$ cat config.mk
export PLATFORM = sky130hd
export DESIGN_NAME = mapper_ascii8
export DESIGN_NICKNAME = d
export VERILOG_FILES = /design/src/hdl/mapper_pkg.sv /design/src/hdl/mapper_ascii8.sv
export VERILOG_INCLUDE_DIRS = /design/src /design/src/hdl
export SDC_FILE = /design/constraint.sdc
export NUM_CORES = 1
export LEC_CHECK = 0
export BUFFER_PORTS_ARGS = -buffer_cell sky130_fd_sc_hd__buf_2
export CAP_MARGIN = 0
export CORE_UTILIZATION = 26
export CTS_BUF_LIST = sky130_fd_sc_hd__clkbuf_4 sky130_fd_sc_hd__clkbuf_8
export DETAILED_ROUTE_END_ITERATION = 12
export HOLD_SLACK_MARGIN = 0.15
export PLACE_DENSITY = 0.49
export SYNTH_ARGS = -nofsm -noshare
export SYNTH_HDL_FRONTEND = slang
export SYNTH_SLANG_ARGS = --single-unit
$ cat constraint.sdc
create_clock -name cpu_bus -period 8.3 [get_ports cpu_bus]
set_input_delay 1.245 -clock cpu_bus [delete_from_list [all_inputs] [get_ports cpu_bus]]
set_output_delay 1.245 -clock cpu_bus [all_outputs]
set_load 0.05 [all_outputs]
$ cat src/hdl/mapper_consts.svh
`ifndef MAPPER_CONSTS_SVH
`define MAPPER_CONSTS_SVH

// Flat memory address driven towards ROM and SRAM
`define MAPPER_ADDR_W       27

// Number of cartridge blocks with their own bank registers
`define MAPPER_BLOCKS       2

// Backup SRAM is 32 KB
`define MAPPER_SRAM_ADDR_W  15

// 8 KB pages, bank numbers are one byte
`define MAPPER_PAGE_W       13
`define MAPPER_BANK_W       8

// Configuration register index, taken from addr[1:0] of an I/O write
`define CFG_REG_SELECT      2'd0
`define CFG_REG_TYPE        2'd1
`define CFG_REG_ROM_PAGES   2'd2
`define CFG_REG_SRAM_UNITS  2'd3

`endif
$ cat src/hdl/mapper_pkg.sv
`default_nettype none

`include "mapper_consts.svh"

package mapper_pkg;

    // Cartridge mapper family handled by this core
    typedef enum logic [2:0] {
        MAPPER_NONE    = 3'd0,
        MAPPER_ASCII8  = 3'd1,
        MAPPER_KOEI    = 3'd2,
        MAPPER_WIZARDY = 3'd3
    } mapper_typ_t;

    // CPU side of one bus cycle
    typedef struct packed {
        logic [15:0] addr;
        logic [7:0]  data;
        logic        rd;
        logic        wr;
        logic        mreq;
        logic        iorq;
        logic        io_wr_strobe;   // one cycle pulse on a config write
    } cpu_req_t;

    // Description of the active cartridge block
    typedef struct packed {
        mapper_typ_t typ;
        logic        id;
        logic [20:0] rom_size;       // bytes
        logic [10:0] sram_size;      // KB
        logic        rsvd;
    } block_info_t;

    // Translated access towards ROM and SRAM
    typedef struct packed {
        logic [`MAPPER_ADDR_W-1:0] addr;
        logic                      ram_cs;
        logic                      sram_cs;
        logic                      rnw;
    } mapper_out_t;

endpackage

`default_nettype wire

$ cat src/hdl/mapper_ascii8.sv
`timescale 1ns/100ps
`default_nettype none

`include "mapper_consts.svh"

module mapper_ascii8 (
    input  logic                    cpu_bus,
    input  logic                    reset,
    input  mapper_pkg::cpu_req_t    req,
    input  mapper_pkg::block_info_t block_info,
    output mapper_pkg::mapper_out_t out
);

    import mapper_pkg::*;

    logic                       mapped;
    logic                       mapper_en;
    logic                       mode_koei;
    logic                       mode_wizardy;
    logic                       cs;
    logic                       bank_wr;

    logic                       sram_exists;
    logic [`MAPPER_BANK_W-1:0]  sram_units;
    logic [`MAPPER_BANK_W-1:0]  sram_mask;
    logic [`MAPPER_BANK_W-1:0]  sram_en_bit;
    logic [7:0]                 sram_pages;
    logic [1:0]                 region;
    logic [7:0]                 region_bit;
    logic [1:0]                 window;

    // Bank registers, kept separately for each block
    logic [`MAPPER_BANK_W-1:0]  bank      [`MAPPER_BLOCKS][4];
    logic [`MAPPER_BANK_W-1:0]  sram_bank [`MAPPER_BLOCKS][4];
    // One bit per 8 KB page of the 64 KB space, indexed by addr[15:13]
    logic [7:0]                 sram_enable[`MAPPER_BLOCKS];

    logic                       sram_en;
    logic [`MAPPER_ADDR_W-1:0]  rom_addr;
    logic [`MAPPER_ADDR_W-1:0]  sram_addr;
    logic                       rom_valid;
    logic                       ram_cs;
    logic                       sram_cs;

    // Only 4000h to BFFFh is mapped
    assign mapped       = ^req.addr[15:14];
    assign mapper_en    = block_info.typ inside {MAPPER_ASCII8, MAPPER_KOEI, MAPPER_WIZARDY};
    assign mode_koei    = (block_info.typ == MAPPER_KOEI);
    assign mode_wizardy = (block_info.typ == MAPPER_WIZARDY);
    assign cs           = mapped & mapper_en & req.mreq;

    // Bank switch window is 6000h to 7FFFh
    assign bank_wr      = cs & req.wr & (req.addr[15:13] == 3'b011);

    assign sram_exists  = (block_info.sram_size != '0);
    assign sram_units   = block_info.sram_size[10:3];
    assign sram_mask    = (sram_units != '0) ? sram_units - 1'b1 : '0;

    // WIZARDY uses bit 7, the others use the bit just above the ROM pages
    assign sram_en_bit  = mode_wizardy ? 8'h80 : block_info.rom_size[20:`MAPPER_PAGE_W];
    // KOEI may also put SRAM at 4000h
    assign sram_pages   = mode_koei ? 8'h34 : 8'h30;

    assign region       = req.addr[12:11];
    assign region_bit   = 8'b0000_0100 << region;
    assign window       = {req.addr[15], req.addr[13]};

    always_ff @(posedge cpu_bus) begin
        if (reset) begin
            for (int b = 0; b < `MAPPER_BLOCKS; b++) begin
                sram_enable[b] <= '0;
                for (int r = 0; r < 4; r++) begin
                    bank[b][r]      <= '0;
                    sram_bank[b][r] <= '0;
                end
            end
        end else if (bank_wr) begin
            if (((req.data & sram_en_bit) != '0) && sram_exists) begin
                sram_enable[block_info.id] <= sram_enable[block_info.id] |
                                              (region_bit & sram_pages);
                sram_bank[block_info.id][region] <= req.data & sram_mask;
            end else begin
                sram_enable[block_info.id] <= sram_enable[block_info.id] & ~region_bit;
                bank[block_info.id][region] <= req.data;
            end
        end
    end

    // Translation into the flat address space
    assign sram_en   = |((8'b0000_0001 << req.addr[15:13]) & sram_enable[block_info.id]);
    assign rom_addr  = {{(`MAPPER_ADDR_W - `MAPPER_BANK_W - `MAPPER_PAGE_W){1'b0}},
                        bank[block_info.id][window], req.addr[`MAPPER_PAGE_W-1:0]};
    assign sram_addr = {{(`MAPPER_ADDR_W - `MAPPER_BANK_W - `MAPPER_PAGE_W){1'b0}},
                        sram_bank[block_info.id][window], req.addr[`MAPPER_PAGE_W-1:0]};
    assign rom_valid = (rom_addr < {{(`MAPPER_ADDR_W - 21){1'b0}}, block_info.rom_size});

    assign sram_cs   = cs & sram_en;
    assign ram_cs    = cs & rom_valid & ~sram_en & req.rd;

    assign out.ram_cs  = ram_cs;
    assign out.sram_cs = sram_cs;
    assign out.rnw     = ~(sram_cs & req.wr);
    assign out.addr    = cs ? (sram_en ? sram_addr : rom_addr) : {`MAPPER_ADDR_W{1'b1}};

    a_cs_exclusive: assert property (@(posedge cpu_bus) disable iff (reset)
        !(out.ram_cs && out.sram_cs));

    a_idle_addr: assert property (@(posedge cpu_bus) disable iff (reset)
        (!out.ram_cs && !out.sram_cs && !mapped) |-> (&out.addr));

endmodule

`default_nettype wire

# Yosys cells after proc, flatten, opt, wreduce, memory -nomap -nowiden
# Memory sizes are Yosys's and may differ from the RTL's.
# Cells that the tools add are included.
word_totals:
  reg_bits: 0
  ram_bits: 144
  input_bits: 68
  output_inout_bits: 30
  word_cells: 81
  mem_count: 3
mem_list:
  columns: ["memory", "depth", "word_bits", "rd", "rd_clocked_by_memory_dff", "write_ports", "line_no", "text"]
  rows:
  - ["bank", 2, 32, 1, 0, 2, "mapper_ascii8.sv:33", "logic [`MAPPER_BANK_W-1:0] bank [`MAPPER_BLOCKS][4];"]
  - ["sram_bank", 2, 32, 1, 0, 2, "mapper_ascii8.sv:34", "logic [`MAPPER_BANK_W-1:0] sram_bank [`MAPPER_BLOCKS][4];"]
  - ["sram_enable", 2, 8, 1, 0, 2, "mapper_ascii8.sv:36", "logic [7:0] sram_enable[`MAPPER_BLOCKS];"]
classes:
  add_sub_neg: 1
  order_cmp: 4
  n_eq_ne: 4
  shifts: 2
  mux: 35
  bitwise: 21
  reduce_logical: 11
ops:
  columns: ["cell", "count"]
  rows:
  - ["32-bit 2-to-1 mux", 6]
  - ["8-bit 2-to-1 mux", 9]
  - ["32-bit OR reduction", 2]
  - ["8-bit bitwise AND", 4]
  - ["8-bit binary-select mux with 2-bit select", 2]
  - ["27-bit 2-to-1 mux", 1]
  - ["21-bit < comparator", 1]
  - ["21-bit 2-to-1 mux", 1]
  - ["8-bit demux with 2-bit select", 1]
  - ["8-bit nonzero test", 2]
  - ["8-bit OR reduction", 2]
  - ["1-bit 2-to-1 mux", 14]
  - ["11-bit nonzero test", 1]
  - ["1-bit bitwise AND", 9]
  - ["3-bit by 2-bit equality test with 1-bit output (second input constant)", 3]
  - ["8-bit by 6-bit bitwise AND with 8-bit output", 1]
  - ["8-bit NOT", 1]
  - ["8-bit OR", 1]
  - ["1-bit by 3-bit << shifter with 8-bit output (first input constant)", 1]
  - ["3-bit by 2-bit << shifter with 8-bit output (first input constant)", 1]
  - ["8-bit by 1-bit subtractor with 8-bit output (second input constant)", 1]
  - ["3-bit >= comparator (second input constant)", 2]
  - ["2-bit NOT with 3-bit output", 2]
  - ["3-bit by 1-bit equality test with 1-bit output (second input constant)", 1]
  - ["7 further kinds", 9]

# Longest topological paths before layout
logic_depth:
  word_depth: 12
  ltp_mapped: 12
  depth_no_buf: 8

# Worst setup path after synthesis
# OpenSTA, ideal clock, no wires.
synth_path:
  kind: "input-to-output"
  start: "in block_info[33] (netlist name)"
  end: "out out[2] (netlist name)"
  arrival_time_ns: 3.772
  required_ns: 7.055
  path_slack_ns: 3.283
  path_stages: 12
  n_path_buf: 4
  path_cell_list: "clkbuf_1 -> buf_4 -> buf_4 -> mux4_2 -> mux2_2 -> ha_1 -> a21oi_1 -> nor2b_1 -> o21ai_0 -> nand4b_1 -> nor4_1 -> buf_4"
synth_between:
  elab_chain_cells: 8
  elab_cells_between_ends: 12
  classes_between: "order compare (1); mux (3); bitwise (5); reduce/logical (1); memory (2)"
synth_lines:
  columns: ["item", "line_no", "text"]
  rows:
  - ["start: declaration", "mapper_ascii8.sv:10", "input mapper_pkg::block_info_t block_info,"]
  - ["memory 2 x 32 bit", null, null]
  - ["8-bit binary-select mux with 2-bit select", "mapper_ascii8.sv:92", "bank[block_info.id][window], req.addr[`MAPPER_PAGE_W-1:0]};"]
  - ["8-bit 2-to-1 mux (not written as such) (2 in series)", "mapper_ascii8.sv:92", null]
  - ["21-bit < comparator", "mapper_ascii8.sv:95", "assign rom_valid = (rom_addr < {{(`MAPPER_ADDR_W - 21){1'b0}}, block_info.rom_size});"]
  - ["1-bit bitwise AND", "mapper_ascii8.sv:98", "assign ram_cs = cs & rom_valid & ~sram_en & req.rd;"]
  - ["1-bit bitwise AND (*) (2 in series)", "mapper_ascii8.sv:98", null]
  - ["end: declaration", "mapper_ascii8.sv:11", "output mapper_pkg::mapper_out_t out"]
# Every way passes the cells marked *; elsewhere a longest branch is shown, timed or not. The select of a mux whose other input is x is not followed.

==> results.yml <==
layout:
  syn2layout_area_growth_pct: 16.5
  drive_above_1_share: 0.307
  diodes: 0
  fillers: 2907
  seq_area_sq_um: 4320
  multiInputGateArea_sq_um: 2950
  nets: 749
synthesis:
  synth_compound_area_frac: 0.0496
  ys_types: 59
  synth_top_family_by_area: "simple AND/OR/NAND/NOR gates"
  synth-adder-area-share: 0.0365
  synth_nets: 660
  yosys.area_share.simple: 0.161
  synth-async-reset-ratio: 0
  avgSynthCellArea_sq_um: 13.2
  synth.area.top_cells: "edfxtp_1 57%, mux4_2 10%, ha_1 3.6%"
  synth_top_area_share: 0.573
  ys_ff_latch: 144
  yosysMostFrequentCell: "edfxtp_1"
  synthTopCellsByCount: "144 x edfxtp_1, 65 x nor2_1, 35 x mux4_2"
  netlist.top_cell.by_area: "edfxtp_1"
  ys_warn_count: 0
  synth_mux_area_frac: 0.139
  synth_cells: 570
  synth_xor_area_frac: 0.00232
  syn_area_sq_um: 7550
  yosysSeqAreaShare: 0.573
  synth-edff-count: 144
  synth_ff_type: "edfxtp_1"
pwr:
  clockPowerShare: 0.348
  p_per_area_nw_per_um2: 184
  comb_power_share: 0.131
  pwr-share-seq: 0.521
  irDropWorstVdd_v: 0.0000808
  total_power_w: 0.00162
  p_sw_frac: 0.271
  leakage_nw: 3.15
  p_sw_w: 0.000438
  p_int_w: 0.00118
place:
  post-place-ws_ns: 2.49
  dp_hpwl_um: 14900
  io_buffers: 94
  place_congestion: 0.767
die:
  die_h_um: 172
  core_area_sq_um: 28600
  die_w_um: 172
  die_area_sq_um: 29700
  num_rows: 62
  start_util: 0.264
  pin_count: 98
hold_path:
  hp-class: "flip-flop to flip-flop"
  hold_path_depth: 1
  holdCritStartpoint: "sram_enable[1][1]"
  hold_end: "sram_enable[1][1]"
timing:
  finalSetupTns_ns: 0
  worstMarginPinSlew_ns: 1.08
  clock_skew_ns: 0.00298
  fmax_ghz: 0.174
  final-hold-violation-count: 0
  finalMaxSlewViolations: 0
  setup_viol: 0
  min_period_ns: 5.75
  rsz0062_at_grt: "no"
  slew-limit-headroom: 0.274
  setup_slack_ns: 2.55
  finalCritPeriodShare: 0.693
clock_tree:
  clkLatencyLatePin_ns: 0.46
  cts_made_buffers: 17
  cts_buffer_depth: 2
  clock_sinks: 144
  cts_max_level: 4
  cts_tree: "yes"
  postCtsSetupBuffers: 0
  post_cts.resized_instances: 0
  holdBufCountCts: 0
  clkSlewWorstSetupHoldPaths_ns: 0.09
  clockRootBuffer: "clkbuf_8"
critical_path:
  slowest_delay_ns: 0.75
  cpMaxStageDelayCell: "buf_2"
  critical_path.reg2reg.endpoint: "sram_enable[0][4]"
  crit_type: "primary input to primary output"
  reg2regPathDepth: 4
  path_cells: "buf_2 > buf_4 > mux4_1 > a22oi_1 > nand3_2 > a31oi_1 > buf_2"
  crit_path_frequent_cell: "buf_2"
  crit_arrival_ns: 4.50
  reg2reg_from: "sram_enable[1][4]"
  crit_required_ns: 7.05
  r2r_slack_ns: 7.20
  cp-start-kind: "primary input"
  path_max_fanout: 28
  end_kind: "primary output"
grt:
  grt_remaining_overflow: 0
  grt_antenna_before_repair: 1
  grt_pass1_vias: 5024
  track_usage: 0.147
  grt_first_pass_wirelength_um: 30900
  grt_max_degree: 37
run_status:
  outcome: "complete, no violations"
drt:
  totalWireLength_um: 21200
  drtIter0Drc: 424
  wire_per_inst_um: 20.1
  ant_nets: 0
  drt-pass1-iter-count: 8
  vias_per_cell: 4.80
  dr_total_vias: 5068
  route.detailed.drc: 0
run:
  cap_violations: 0
==> sequential cells by signal (all words and copies together) (netlist names) <==
signal / count
sram_enable: 16
sram_bank: 64
bank: 64
==> area by class of cell <==
type,instances,share of cell area
flip-flops and latches,144,0.492
multi-input cells,363,0.335
repair buffers,103,0.0612
well taps,384,0.0546
clock buffers,17,0.0266
clock inverters,15,0.0182
inverters,30,0.0128
==> how the worst max path moves through the flow <==
stage	start	to	slack, ns	cells past startpoint
after global placement	block_info[33]	out[18]	2.48	7
final	block_info[33]	out[18]	2.55	7
after global routing	block_info[33]	out[2]	2.25	7
after floorplan	block_info[33]	out[2]	3.28	12
after detailed placement	block_info[33]	out[18]	2.49	7
after CTS	block_info[33]	out[18]	2.47	7
==> critical path, delay by kind of cell <==
family	cells	cell delay, ns
buf+inv	3	1.56
simple gates	1	0.42
mux	1	0.62
compound gates	2	0.61
==> routing by layer <==
metal  GRT usage  part of all wire  vias up  routed length [um]
li1            -                 -     2333                   -
met1       0.207              0.47     2506               10100
met2       0.226              0.44      199                9340
met3      0.0291             0.063       30                1330
met4      0.0504             0.022        0                 474
met5           0                 0        -                   0
==> cells by family after synthesis <==
| kind of cell | count (synthesis) |
|---|---|
| DFF | 144 |
| adders and majority gates | 22 |
| AOI/OAI and AO/OA | 58 |
| xor gates and xnor gates | 2 |
| muxes | 58 |
| and+or+nand+nor | 223 |
| buffers and inverters | 63 |
==> cells in the final DEF, fill, tap and decap left out, drive strengths merged, types with 13 or more instances in the layout <==
cell,Yosys,final
edfxtp,144,144
buf,20,103
nor2,70,70
mux4,36,36
nand2,36,36
inv,29,33
nor3,28,28
ha,22,22
and3,19,19
and2,18,18
clkbuf,13,17
a21oi,14,14
nand3,13,13
==> power by group through the flow <==
| stage | Sequential [W] | Clock (W) | Combinational [W] |
|---|---|---|---|
| floorplan | 0.000853 | 0 | 0.000137 |
| global route | 0.000845 | 0.000597 | 0.000231 |
| detailed placement | 0.000858 | 0 | 0.000214 |
| finish | 0.000841 | 0.000563 | 0.000211 |
| CTS | 0.000842 | 0.000570 | 0.000215 |
| global placement | 0.000857 | 0 | 0.000214 |
==> through the flow <==
| stage | hold slack, ns | util | std cells | area [sq um] |
|---|---|---|---|---|
| after floorplan | 0.545 | - | 570 | 7550 |
| after global placement | 0.569 | 0.293 | 1024 | 8400 |
| after detailed placement | 0.570 | 0.293 | 1024 | 8400 |
| after CTS | 0.594 | 0.307 | 1056 | 8790 |
| after global routing | 0.618 | 0.307 | 1056 | 8790 |
| final | 0.587 | 0.307 | 1056 | 8790 |
No activity file was read; power rests on OpenSTA's default activity.
