`src/hdl/mapper_consts.svh`:
```
`ifndef MAPPER_CONSTS_SVH
`define MAPPER_CONSTS_SVH

// Flat memory address driven towards ROM and SRAM
`define MAPPER_ADDR_W       27

// Number of cartridge blocks with their own bank registers
`define MAPPER_BLOCKS       2

// Backup SRAM is 32 KB
`define MAPPER_SRAM_ADDR_W  15

// 8 KB pages, bank numbers are one byte
`define MAPPER_PAGE_W       13
`define MAPPER_BANK_W       8

// Configuration register index, taken from addr[1:0] of an I/O write
`define CFG_REG_SELECT      2'd0
`define CFG_REG_TYPE        2'd1
`define CFG_REG_ROM_PAGES   2'd2
`define CFG_REG_SRAM_UNITS  2'd3

`endif
```
`src/hdl/mapper_pkg.sv`:
```
`default_nettype none

`include "mapper_consts.svh"

package mapper_pkg;

    // Cartridge mapper family handled by this core
    typedef enum logic [2:0] {
        MAPPER_NONE    = 3'd0,
        MAPPER_ASCII8  = 3'd1,
        MAPPER_KOEI    = 3'd2,
        MAPPER_WIZARDY = 3'd3
    } mapper_typ_t;

    // CPU side of one bus cycle
    typedef struct packed {
        logic [15:0] addr;
        logic [7:0]  data;
        logic        rd;
        logic        wr;
        logic        mreq;
        logic        iorq;
        logic        io_wr_strobe;   // one cycle pulse on a config write
    } cpu_req_t;

    // Description of the active cartridge block
    typedef struct packed {
        mapper_typ_t typ;
        logic        id;
        logic [20:0] rom_size;       // bytes
        logic [10:0] sram_size;      // KB
        logic        rsvd;
    } block_info_t;

    // Translated access towards ROM and SRAM
    typedef struct packed {
        logic [`MAPPER_ADDR_W-1:0] addr;
        logic                      ram_cs;
        logic                      sram_cs;
        logic                      rnw;
    } mapper_out_t;

endpackage

`default_nettype wire

```
`src/hdl/cart_config_regs.sv`:
```
`timescale 1ns/100ps
`default_nettype none

`include "mapper_consts.svh"

module cart_config_regs (
    input  logic                    cpu_bus,
    input  logic                    reset,
    input  mapper_pkg::cpu_req_t    req,
    output mapper_pkg::block_info_t block_info
);

    import mapper_pkg::*;

    // Per block configuration
    mapper_typ_t                blk_typ   [`MAPPER_BLOCKS];
    logic [`MAPPER_BANK_W-1:0]  rom_pages [`MAPPER_BLOCKS];
    logic [7:0]                 sram_units[`MAPPER_BLOCKS];

    // Active block, also the target of type and size writes
    logic                       active_id;

    always_ff @(posedge cpu_bus) begin
        if (reset) begin
            active_id <= 1'b0;
            for (int b = 0; b < `MAPPER_BLOCKS; b++) begin
                blk_typ[b]    <= MAPPER_NONE;
                rom_pages[b]  <= '0;
                sram_units[b] <= '0;
            end
        end else if (req.io_wr_strobe) begin
            case (req.addr[1:0])
                `CFG_REG_SELECT: begin
                    active_id <= req.data[0];
                end
                `CFG_REG_TYPE: begin
                    blk_typ[active_id] <= mapper_typ_t'(req.data[2:0]);
                end
                `CFG_REG_ROM_PAGES: begin
                    rom_pages[active_id] <= req.data;
                end
                `CFG_REG_SRAM_UNITS: begin
                    sram_units[active_id] <= req.data;
                end
                default: begin
                end
            endcase
        end
    end

    // Pages of 8 KB become bytes, units of 8 KB become KB
    always_comb begin
        block_info.typ       = blk_typ[active_id];
        block_info.id        = active_id;
        block_info.rom_size  = {rom_pages[active_id], {`MAPPER_PAGE_W{1'b0}}};
        block_info.sram_size = {sram_units[active_id], 3'b000};
        block_info.rsvd      = 1'b0;
    end

endmodule

`default_nettype wire

```
`config.mk`:
```
export PLATFORM = sky130hd
export DESIGN_NAME = cart_config_regs
export DESIGN_NICKNAME = d
export VERILOG_FILES = /design/src/hdl/mapper_pkg.sv /design/src/hdl/cart_config_regs.sv
export VERILOG_INCLUDE_DIRS = /design/src /design/src/hdl
export SDC_FILE = /design/constraint.sdc
export NUM_CORES = 1
export LEC_CHECK = 0
export BUFFER_PORTS_ARGS = -buffer_cell sky130_fd_sc_hd__buf_2
export CAP_MARGIN = 20
export CORE_UTILIZATION = 50
export CTS_CLUSTER_SIZE = 28
export DETAILED_ROUTE_END_ITERATION = 10
export PLACE_DENSITY = 0.85
export SLEW_MARGIN = 0
export SYNTH_ARGS = -nofsm -noshare
export SYNTH_HDL_FRONTEND = slang
export SYNTH_SLANG_ARGS = --single-unit
```
`constraint.sdc`:
```
create_clock -name cpu_bus -period 1.7 [get_ports cpu_bus]
set_input_delay 0.255 -clock cpu_bus [delete_from_list [all_inputs] [get_ports cpu_bus]]
set_output_delay 0.255 -clock cpu_bus [all_outputs]
set_load 0.02 [all_outputs]
```
After elaboration in Yosys (flattened, before gate mapping)
Memory sizes are Yosys's and may differ from the RTL's. A register that Yosys moved wholly into a read port is not among the register bits. Index checks and enable logic that the tools add are counted.

Equal/unequal tests: 3. Multiplexer cells: 29. Reductions and logical operators: 5.

Operators by type and width (count): $mux W1 (26); $mux W8 (2); $reduce_or A8 Y1 (2); $eq A2 B2 Y1 const B (2); $mux W3 (1); $reduce_or A3 Y1 (1); $eq A2 B1 Y1 const B (1); $logic_not A2 Y1 (1); $reduce_and A2 Y1 (1).

Bits in registers: 1. Bits in writable memories: 38. Input bits: 31. Output and inout bits: 37. Logic and storage cells: 41. Memories: 3.

Memory list: rom_pages (words 2, width 8, rd ports 1, clocked after Yosys merged registers in 1, write ports 2, line cart_config_regs.sv:17) `` logic [`MAPPER_BANK_W-1:0] rom_pages [`MAPPER_BLOCKS]; ``; sram_units (words 2, width 8, rd ports 1, clocked after Yosys merged registers in 1, write ports 2, line cart_config_regs.sv:18) `` logic [7:0] sram_units[`MAPPER_BLOCKS]; ``; blk_typ (words 2, width 3, rd ports 1, clocked after Yosys merged registers in 1, write ports 2, line cart_config_regs.sv:16) `` mapper_typ_t blk_typ [`MAPPER_BLOCKS]; ``.

Depth between registers and ports, before layout
Gate-level depths: netlist (run 1).

Depth in word-level cells: 7. Gate-level depth with buffers: 4. Depth with buffers taken out: 2.

Worst setup path before layout (run 1)
Ideal clock, no wire load.

Kind: reg-to-reg. From: register active_id. To: memory sram_units[0][0] (enable). Setup time: 334 ps. Arrival: 974 ps. Required time: 1366 ps. Path slack: 392 ps. Cell stages (with the launch flop): 4. Path buffers: 1. Period minus slack after synthesis: 1308 ps. Cell sequence: dfxtp_1 buf_6 nand4b_2 nand2b_1.

RTL lines: from (decl) (line cart_config_regs.sv:21) `logic active_id;`; from (signal assigned) (line cart_config_regs.sv:34) `active_id <= req.data[0];`; to (decl) (line cart_config_regs.sv:18).

==> results.toml, run 1 <==
[yosys]
synth_top_family_by_area = "simple AND/OR/NAND/NOR gates"
yosysWarningCount = 0
synth_edf_count = 38
synth_compound_area_frac = 0
synth-xor-area-share = 0
ys_ff_latch = 40
synth_fa_ha_area_frac = 0
synth_top_flop_cell = "edfxtp_1"
synth.avg_cell_area_um2 = 13.2
synth-simple-area-share = 0.193
yosysUniqueCellTypes = 21
synth_seq_area_share = 0.591
syn-cell-area_um2 = 2000
async_reset_ff_frac = 0
synthMuxAreaShare = 0.112
syn_inst = 152

[die]
die-width_um = 65.2
rows = 22
io_pins = 68
start_util = 0.534
design.core.area_um2 = 3740
die-height_um = 65.2
die_area_um2 = 4260

[global_route]
first_global_vias = 1071
grt_usage = 0.167
grt_pass1_wl_um = 5200
antenna_found_initial = 0
grt_overflow_total = 0
grt_max_degree = 20

[cells_and_area]
antenna_cells = 0
layout-drive-gt1-share = 0.355
seqCellArea_um2 = 1180
nFillCells = 330
multi_input_area_um2 = 674
finalInstanceArea_um2 = 2200
nNetsFinal = 216
area_growth_pct = 9.95

[detailed_routing]
ant_nets = 0
wl_per_cell_um = 13.3
drtPass1Iterations = 4
vias = 1168
drt_iter0_markers = 58
viasPerCell = 4.99
drc_errors = 0
wl_um = 3120

[worst_hold_path]
min_path_type = "primary input to register"
min_from = "req[5]"

[sta]
timing.hold.ws_ps = 280
maxSlewViolCount = 0
setup_violations = 0
hold_viol_final = 0
totalNegativeSetupSlack_ps = 0
fin_skew_ps = 3.92
fmax_mhz = 628
rsz0062_at_grt = "false"
period_share = 0.937
final.min_clock_period_ps = 1590

[power_and_ir_drop]
swShare = 0.242
seqPwrFrac = 0.576
leakage_nw = 0.887
clkPwrFrac = 0.295
peakVddDrop_mv = 0.487
internal_power_w = 0.00150
pwr-share-comb = 0.129
power.switching_w = 0.000477
p_per_area_nw_per_um2 = 897
power_w = 0.00197

[clocking]
clock-root-buffer = "clkbuf_8"
path_clk_slew_ps = 70
htree_levels = 2
cts.hold.buffers_added = 0
clkLatencyLatePin_ps = 280
cts_num_sinks = 40
cts_resized = 0
cts_tree = "done"
post-cts-setup-buffer-count = 0
cts_inserted_buffers = 5
clock_path_buffers = 2

[worst_setup_path]
rr_startpoint = "active_id$_SDFFE_PP0P_"
crit_required_ps = 1440
startpoint_type = "register"
worst-setup-path-type = "register to output port"
worstSetupEndpointType = "output port"
worstPathMaxFanout = 19
crit_arrival_ps = 1340

[run]
max_cap_violations = 0

[placement]
port_buffers = 32
globalplace.congestion = 0.729
placed_cell_area_um2 = 2120
hpwlAfterDp_um = 2190

[status]
status = "completed"
[cell usage after synthesis, types with 2 or more instances]
cell type / number / area [um^2]
buf_4: 20 / 150
buf_6: 4 / 45.0
edfxtp_1: 38 / 1140
nand4bb_1: 3 / 33.8
mux2_2: 19 / 214
nand2b_4: 2 / 27.5
nor2_1: 36 / 135
nand2b_1: 14 / 87.6
nand4b_1: 2 / 17.5
nor3_1: 2 / 10.0
dfxtp_1: 2 / 40.0
[layout by cell type, fill, tap and decap left out]
cell	Yosys	final
mux2i_1	1	1
nand4_2	1	1
clkbuf_1	1	2
buf_2	1	32
clkbuf_8	0	5
nor3_1	2	2
nand2b_4	2	2
conb_1	1	17
buf_4	20	3
nand4b_1	2	2
nand2_1	1	1
mux2_2	19	19
nand4b_2	1	1
nand3b_1	1	1
nor2_1	36	36
buf_12	0	1
nor3b_2	1	1
clkinv_1	0	1
nand4b_4	1	1
nand4bb_1	3	3
nand2b_1	14	14
edfxtp_1	38	38
dfxtp_1	2	2
[sequential cells by signal, indices dropped and copies added, names as in the netlist, named ones only]
name,count
active_id,1
blk_typ,6
sram_units,16
rom_pages,16
[metrics by stage]
| step | utilization | instances | setup slack (ps) |
|---|---|---|---|
| 3_5_place_dp | 0.566 | 226 | 245 |
| 4_1_cts | 0.587 | 234 | 92.3 |
| 3_3_place_gp | 0.566 | 226 | 264 |
| 6_report | 0.587 | 234 | 108 |
| 5_1_grt | 0.587 | 234 | 60.0 |
| 2_1_floorplan | - | 168 | 392 |
[area by class of cell]
cell class                      instances  area share
Multi-Input combinational cell        102       0.307
Timing Repair Buffer                   36      0.0922
Tap cell                               48      0.0273
Sequential cell                        40       0.537
Clock buffer                            7      0.0347
Clock inverter                          1     0.00171
[path summary, 6_finish.rpt]
path                                   endpoint  slack (ps)  cells past startpoint
hold reg to reg          active_id$_SDFFE_PP0P_         670                      2
setup / recovery                 block_info[25]         110                      3
hold / removal           active_id$_SDFFE_PP0P_         280                      3
setup reg to reg  rom_pages[1][5]$_SDFFCE_PN0P_         230                      2
[worst max-delay path, cell delays in order (launching register included)]
cell and delay, ps:
dfxtp_1 360, buf_12 170, mux2_2 360, buf_2 160
[power by group through the flow]
| stage | registers, W | logic (W) | clock network (W) |
|---|---|---|---|
| 2_1_floorplan | 0.00115 | 0.000226 | 0 |
| 3_3_place_gp | 0.00115 | 0.000252 | 0 |
| 3_5_place_dp | 0.00116 | 0.000255 | 0 |
| 4_1_cts | 0.00114 | 0.000257 | 0.000591 |
| 5_1_grt | 0.00114 | 0.000275 | 0.000643 |
| 6_report | 0.00113 | 0.000255 | 0.000582 |
[kinds of logic after synthesis]
kind of cell | after synthesis
flip-flops | 40
multiplexers | 20
AND/OR/NAND/NOR | 65
buffers and inverters | 26
other | 1
[routing by layer]
metal  wire length [um]  global-route usage  up-vias
li1                   -                   -      560
met1               1390               0.227      558
met2               1510               0.262       47
met3                189              0.0469        3
met4                 32              0.0489        0
met5                  0                   0        -
(Power assumes the default switching activity.)
==> inputs of run 2 (changes only) <==
Settings changed: CORE_UTILIZATION 50 to 46, PLACE_DENSITY 0.85 to 0.79, REMOVE_ABC_BUFFERS from default to 1.
==> results.toml, run 2 (same netlist as run 1, synthesis figures left out) <==
[detailed_routing]
drc_errors = 0
drtPass1Iterations = 4
wl_met1_um = 1360
ant_nets = 0
drt_iter0_markers = 97
vias = 1160
top_layer = "met4"
dr_wl_met2_um = 1550
met3RoutedLength_um = 229
viasPerCell = 4.89
wl_um = 3190
wl_per_cell_um = 13.5

[global_route]
antenna_found_initial = 0
grt_max_degree = 20
first_global_vias = 1035
grt_overflow_total = 0
grt_pass1_wl_um = 5020
grt_usage = 0.158

[clocking]
cts_inserted_buffers = 5
clock-root-buffer = "clkbuf_8"
cts.hold.buffers_added = 0
post-cts-setup-buffer-count = 0
cts_resized = 0
path_clk_slew_ps = 60
cts_tree = "done"
clkLatencyLatePin_ps = 290
htree_levels = 2
cts_num_sinks = 40
clock_path_buffers = 2

[power_and_ir_drop]
p_per_area_nw_per_um2 = 891
peakVddDrop_mv = 0.267
leakage_nw = 0.891

[placement]
hpwlAfterDp_um = 2220
globalplace.congestion = 0.721
port_buffers = 32
placed_cell_area_um2 = 2130

[cells_and_area]
final_cell_mix = "edfxtp_1, nor2_1, buf_2"
fin_util = 0.540
layout-drive-gt1-share = 0.358
area_growth_pct = 10.5
antenna_cells = 0
layout_commonest_cell = "edfxtp_1"
reg_top3 = "rom_pages (16), sram_units (16), blk_typ (6)"
nNetsFinal = 217
finalInstanceArea_um2 = 2210

[die]
design.core.area_um2 = 4090
die-height_um = 67.9
start_util = 0.489
rows = 23
io_pins = 68
die_area_um2 = 4610
die-width_um = 67.9

[status]
status = "completed"

[worst_hold_path]
min_path_type = "primary input to register"

[worst_setup_path]
worstPathMaxFanout = 19
worst-setup-path-type = "register to output port"
startpoint_type = "register"
worstSetupEndpointType = "output port"
ff2ff_setup_slack_ps = 310
crit_arrival_ps = 1330
crit_required_ps = 1440

[sta]
setup_violations = 0
rsz0062_at_grt = "false"
fmax_mhz = 630
totalNegativeSetupSlack_ps = 0
hold_viol_final = 0
maxSlewViolCount = 0
final.min_clock_period_ps = 1590
fin_skew_ps = 5.95
period_share = 0.933

[run]
max_cap_violations = 0
==> run 2: critical path: stages, from the launching register on <==
cell and delay (ps):
dfxtp_1 350, buf_12 170, mux2_2 350, buf_2 160
==> run 2: per-stage QoR <==
step	cells	total power [W]	setup slack, ps	hold slack (ps)
after global placement	229	0.00141	357	572
after floorplan	142	0.00132	250	426
final	237	0.00197	113	274
after CTS	237	0.00199	97.2	271
after global routing	237	0.00206	73.5	310
after detailed placement	229	0.00141	293	578
==> run 2: final timing paths <==
| kind | end | depth (start not counted) | start |
|---|---|---|---|
| max | block_info[8] | 3 | register |
| min | register | 3 | req[5] |
| max reg2reg | sram_units[1][4]$_SDFFCE_PN0P_ | 2 | active_id$_SDFFE_PP0P_ |
| min reg2reg | register | 2 | active_id$_SDFFE_PP0P_ |
==> run 2: metal layers <==
layer  track usage  up-vias
li1              -      561
met1         0.192      540
met2         0.255       53
met3        0.0400        6
met4        0.0911        0
met5             0        -
==> run 2: power breakdown <==
part	internal (W)	switching, W	total [W]	leakage (nW)
combinational	0.0000879	0.000167	0.000255	0.442
clock	0.000285	0.000292	0.000577	0.0399
sequential	0.00112	0.0000120	0.00113	0.410
total	0.00150	0.000472	0.00197	0.891
==> run 2: cell type report <==
class,instances,area (um^2)
Timing Repair Buffer,37,210
Sequential cell,40,1180
Multi-Input combinational cell,102,674
Tap cell,50,62.6
Fill cell,374,1880
Clock inverter,1,3.75
Clock buffer,7,76.3
==> inputs of run 3 (changes only) <==
Settings changed: ABC_CLOCK_PERIOD_IN_PS from default to 1700, SETUP_SLACK_MARGIN from default to 0.3.
==> results.toml, run 3 (same netlist as run 1, synthesis figures left out) <==
[worst_setup_path]
crit_required_ps = 1440
startpoint_type = "register"
cp_cell_sequence = "clkbuf_16 > mux2_4 > buf_6"
worstPathMaxFanout = 5
worst-setup-path-type = "register to output port"
crit_arrival_ps = 1330
cpMaxStageDelayCell = "dfxtp_4"
worstSetupEndpointType = "output port"
cp.depth = 3
critPathTopFamily = "flip-flops"
critPathBufInv = 2
rr_worst_depth = 3
ff2ff_setup_slack_ps = 430
slowest_delay_ps = 430

[status]
status = "completed"

[placement]
port_buffers = 32
placed_cell_area_um2 = 2130
globalplace.congestion = 0.721
placed_cells = 229
hpwlAfterDp_um = 2220

[sta]
fmax_mhz = 633
period_share = 0.930
maxSlewViolCount = 0
totalNegativeSetupSlack_ps = 0
hold_viol_final = 0
rsz0062_at_grt = "true"
final.min_clock_period_ps = 1580
fin_skew_ps = 5.55
setup_violations = 0

[clocking]
clkLatencyLatePin_ps = 290
cts.hold.buffers_added = 0
clock_path_buffers = 2
cts_num_sinks = 40
path_clk_slew_ps = 60
cts_tree = "done"
htree_levels = 2
post-cts-setup-buffer-count = 0
cts_inserted_buffers = 5
clock-root-buffer = "clkbuf_8"

[die]
rows = 23
die-width_um = 67.9
die_area_um2 = 4610
design.core.area_um2 = 4090
start_util = 0.489
io_pins = 68
die-height_um = 67.9

[global_route]
first_global_vias = 1028
grt_overflow_total = 0
antenna_found_initial = 0
grt_max_degree = 19
grt_usage = 0.163
grt_pass1_wl_um = 5100

[power_and_ir_drop]
peakVddDrop_mv = 0.299
leakage_nw = 1.01
p_per_area_nw_per_um2 = 825

[cells_and_area]
nNetsFinal = 220
reg_top3 = "rom_pages (16), sram_units (16), blk_typ (6)"
layout_commonest_cell = "edfxtp_1"
layout-drive-gt1-share = 0.395
fin_util = 0.609
area_growth_pct = 24.5
nFillCells = 331
stdcell_count = 240
finalInstanceArea_um2 = 2490
final_cell_mix = "edfxtp_1, nor2_1, mux2_4, buf_6, conb_1"
antenna_cells = 0

[run]
max_cap_violations = 0

[detailed_routing]
drt_iter0_markers = 96
vias = 1206
viasPerCell = 5.03
drc_errors = 0
met3RoutedLength_um = 236
wl_um = 3520
dr_wl_met2_um = 1750
top_layer = "met4"
wl_met1_um = 1480
wl_per_cell_um = 14.7
ant_nets = 0
drtPass1Iterations = 4

[worst_hold_path]
min_path_type = "primary input to register"
hold_depth = 3
-- run 3: changes by cell type in the layout (fill, tap and decap cells not counted), sizes merged --
cell | previous run | this run
buf | 37 | 38
clkbuf | 7 | 9
-- run 3: cell type report --
| type | instances | area [um^2] | area share |
|---|---|---|---|
| sequential | 40 | 1180 | 0.476 |
| multi-input combinational | 102 | 756 | 0.304 |
| timing repair buffer | 40 | 407 | 0.163 |
| clock buffer | 7 | 76.3 | 0.0307 |
| tap | 50 | 62.6 | 0.0251 |
| clock inverter | 1 | 3.75 | 0.00151 |
-- run 3: routing by layer --
layer,up-vias,global-route usage
met1,574,0.207
met3,6,0.0400
li1,569,-
met4,0,0.0911
met5,-,0
met2,57,0.252
-- run 3: repair_timing --
action | in CTS | in global routing
setup endpoints to repair | 27 | 43
cloned | 1 | 2
resized for setup | 5 | 59
pin swaps | 0 | 0
-- run 3: through the flow --
stage	hold WS [ps]	total power [W]	setup WS [ps]
6_report	267	0.00206	119
5_1_grt	300	0.00215	87.5
4_1_cts	261	0.00200	105
3_5_place_dp	578	0.00141	293
3_3_place_gp	572	0.00141	357
2_1_floorplan	426	0.00132	250
-- run 3: worst paths after layout --
path                                        startpoint                       endpoint
worst max-delay path                          register                 block_info[26]
worst min-delay path                            req[5]                       register
worst max register to register  active_id$_SDFFE_PP0P_  rom_pages[0][3]$_SDFFCE_PN0P_
worst min register to register  active_id$_SDFFE_PP0P_                       register
-- run 3: report_power, final --
part | internal, W | switching [W] | total, W
combinational | 0.000156 | 0.000180 | 0.000336
clock | 0.000285 | 0.000296 | 0.000581
sequential | 0.00112 | 0.0000164 | 0.00114
-- run 3: worst min-delay path, delay by kind of cell --
kind	cells	cell delay, ps
mux	1	80
simple gates	1	60
buf+inv	1	110
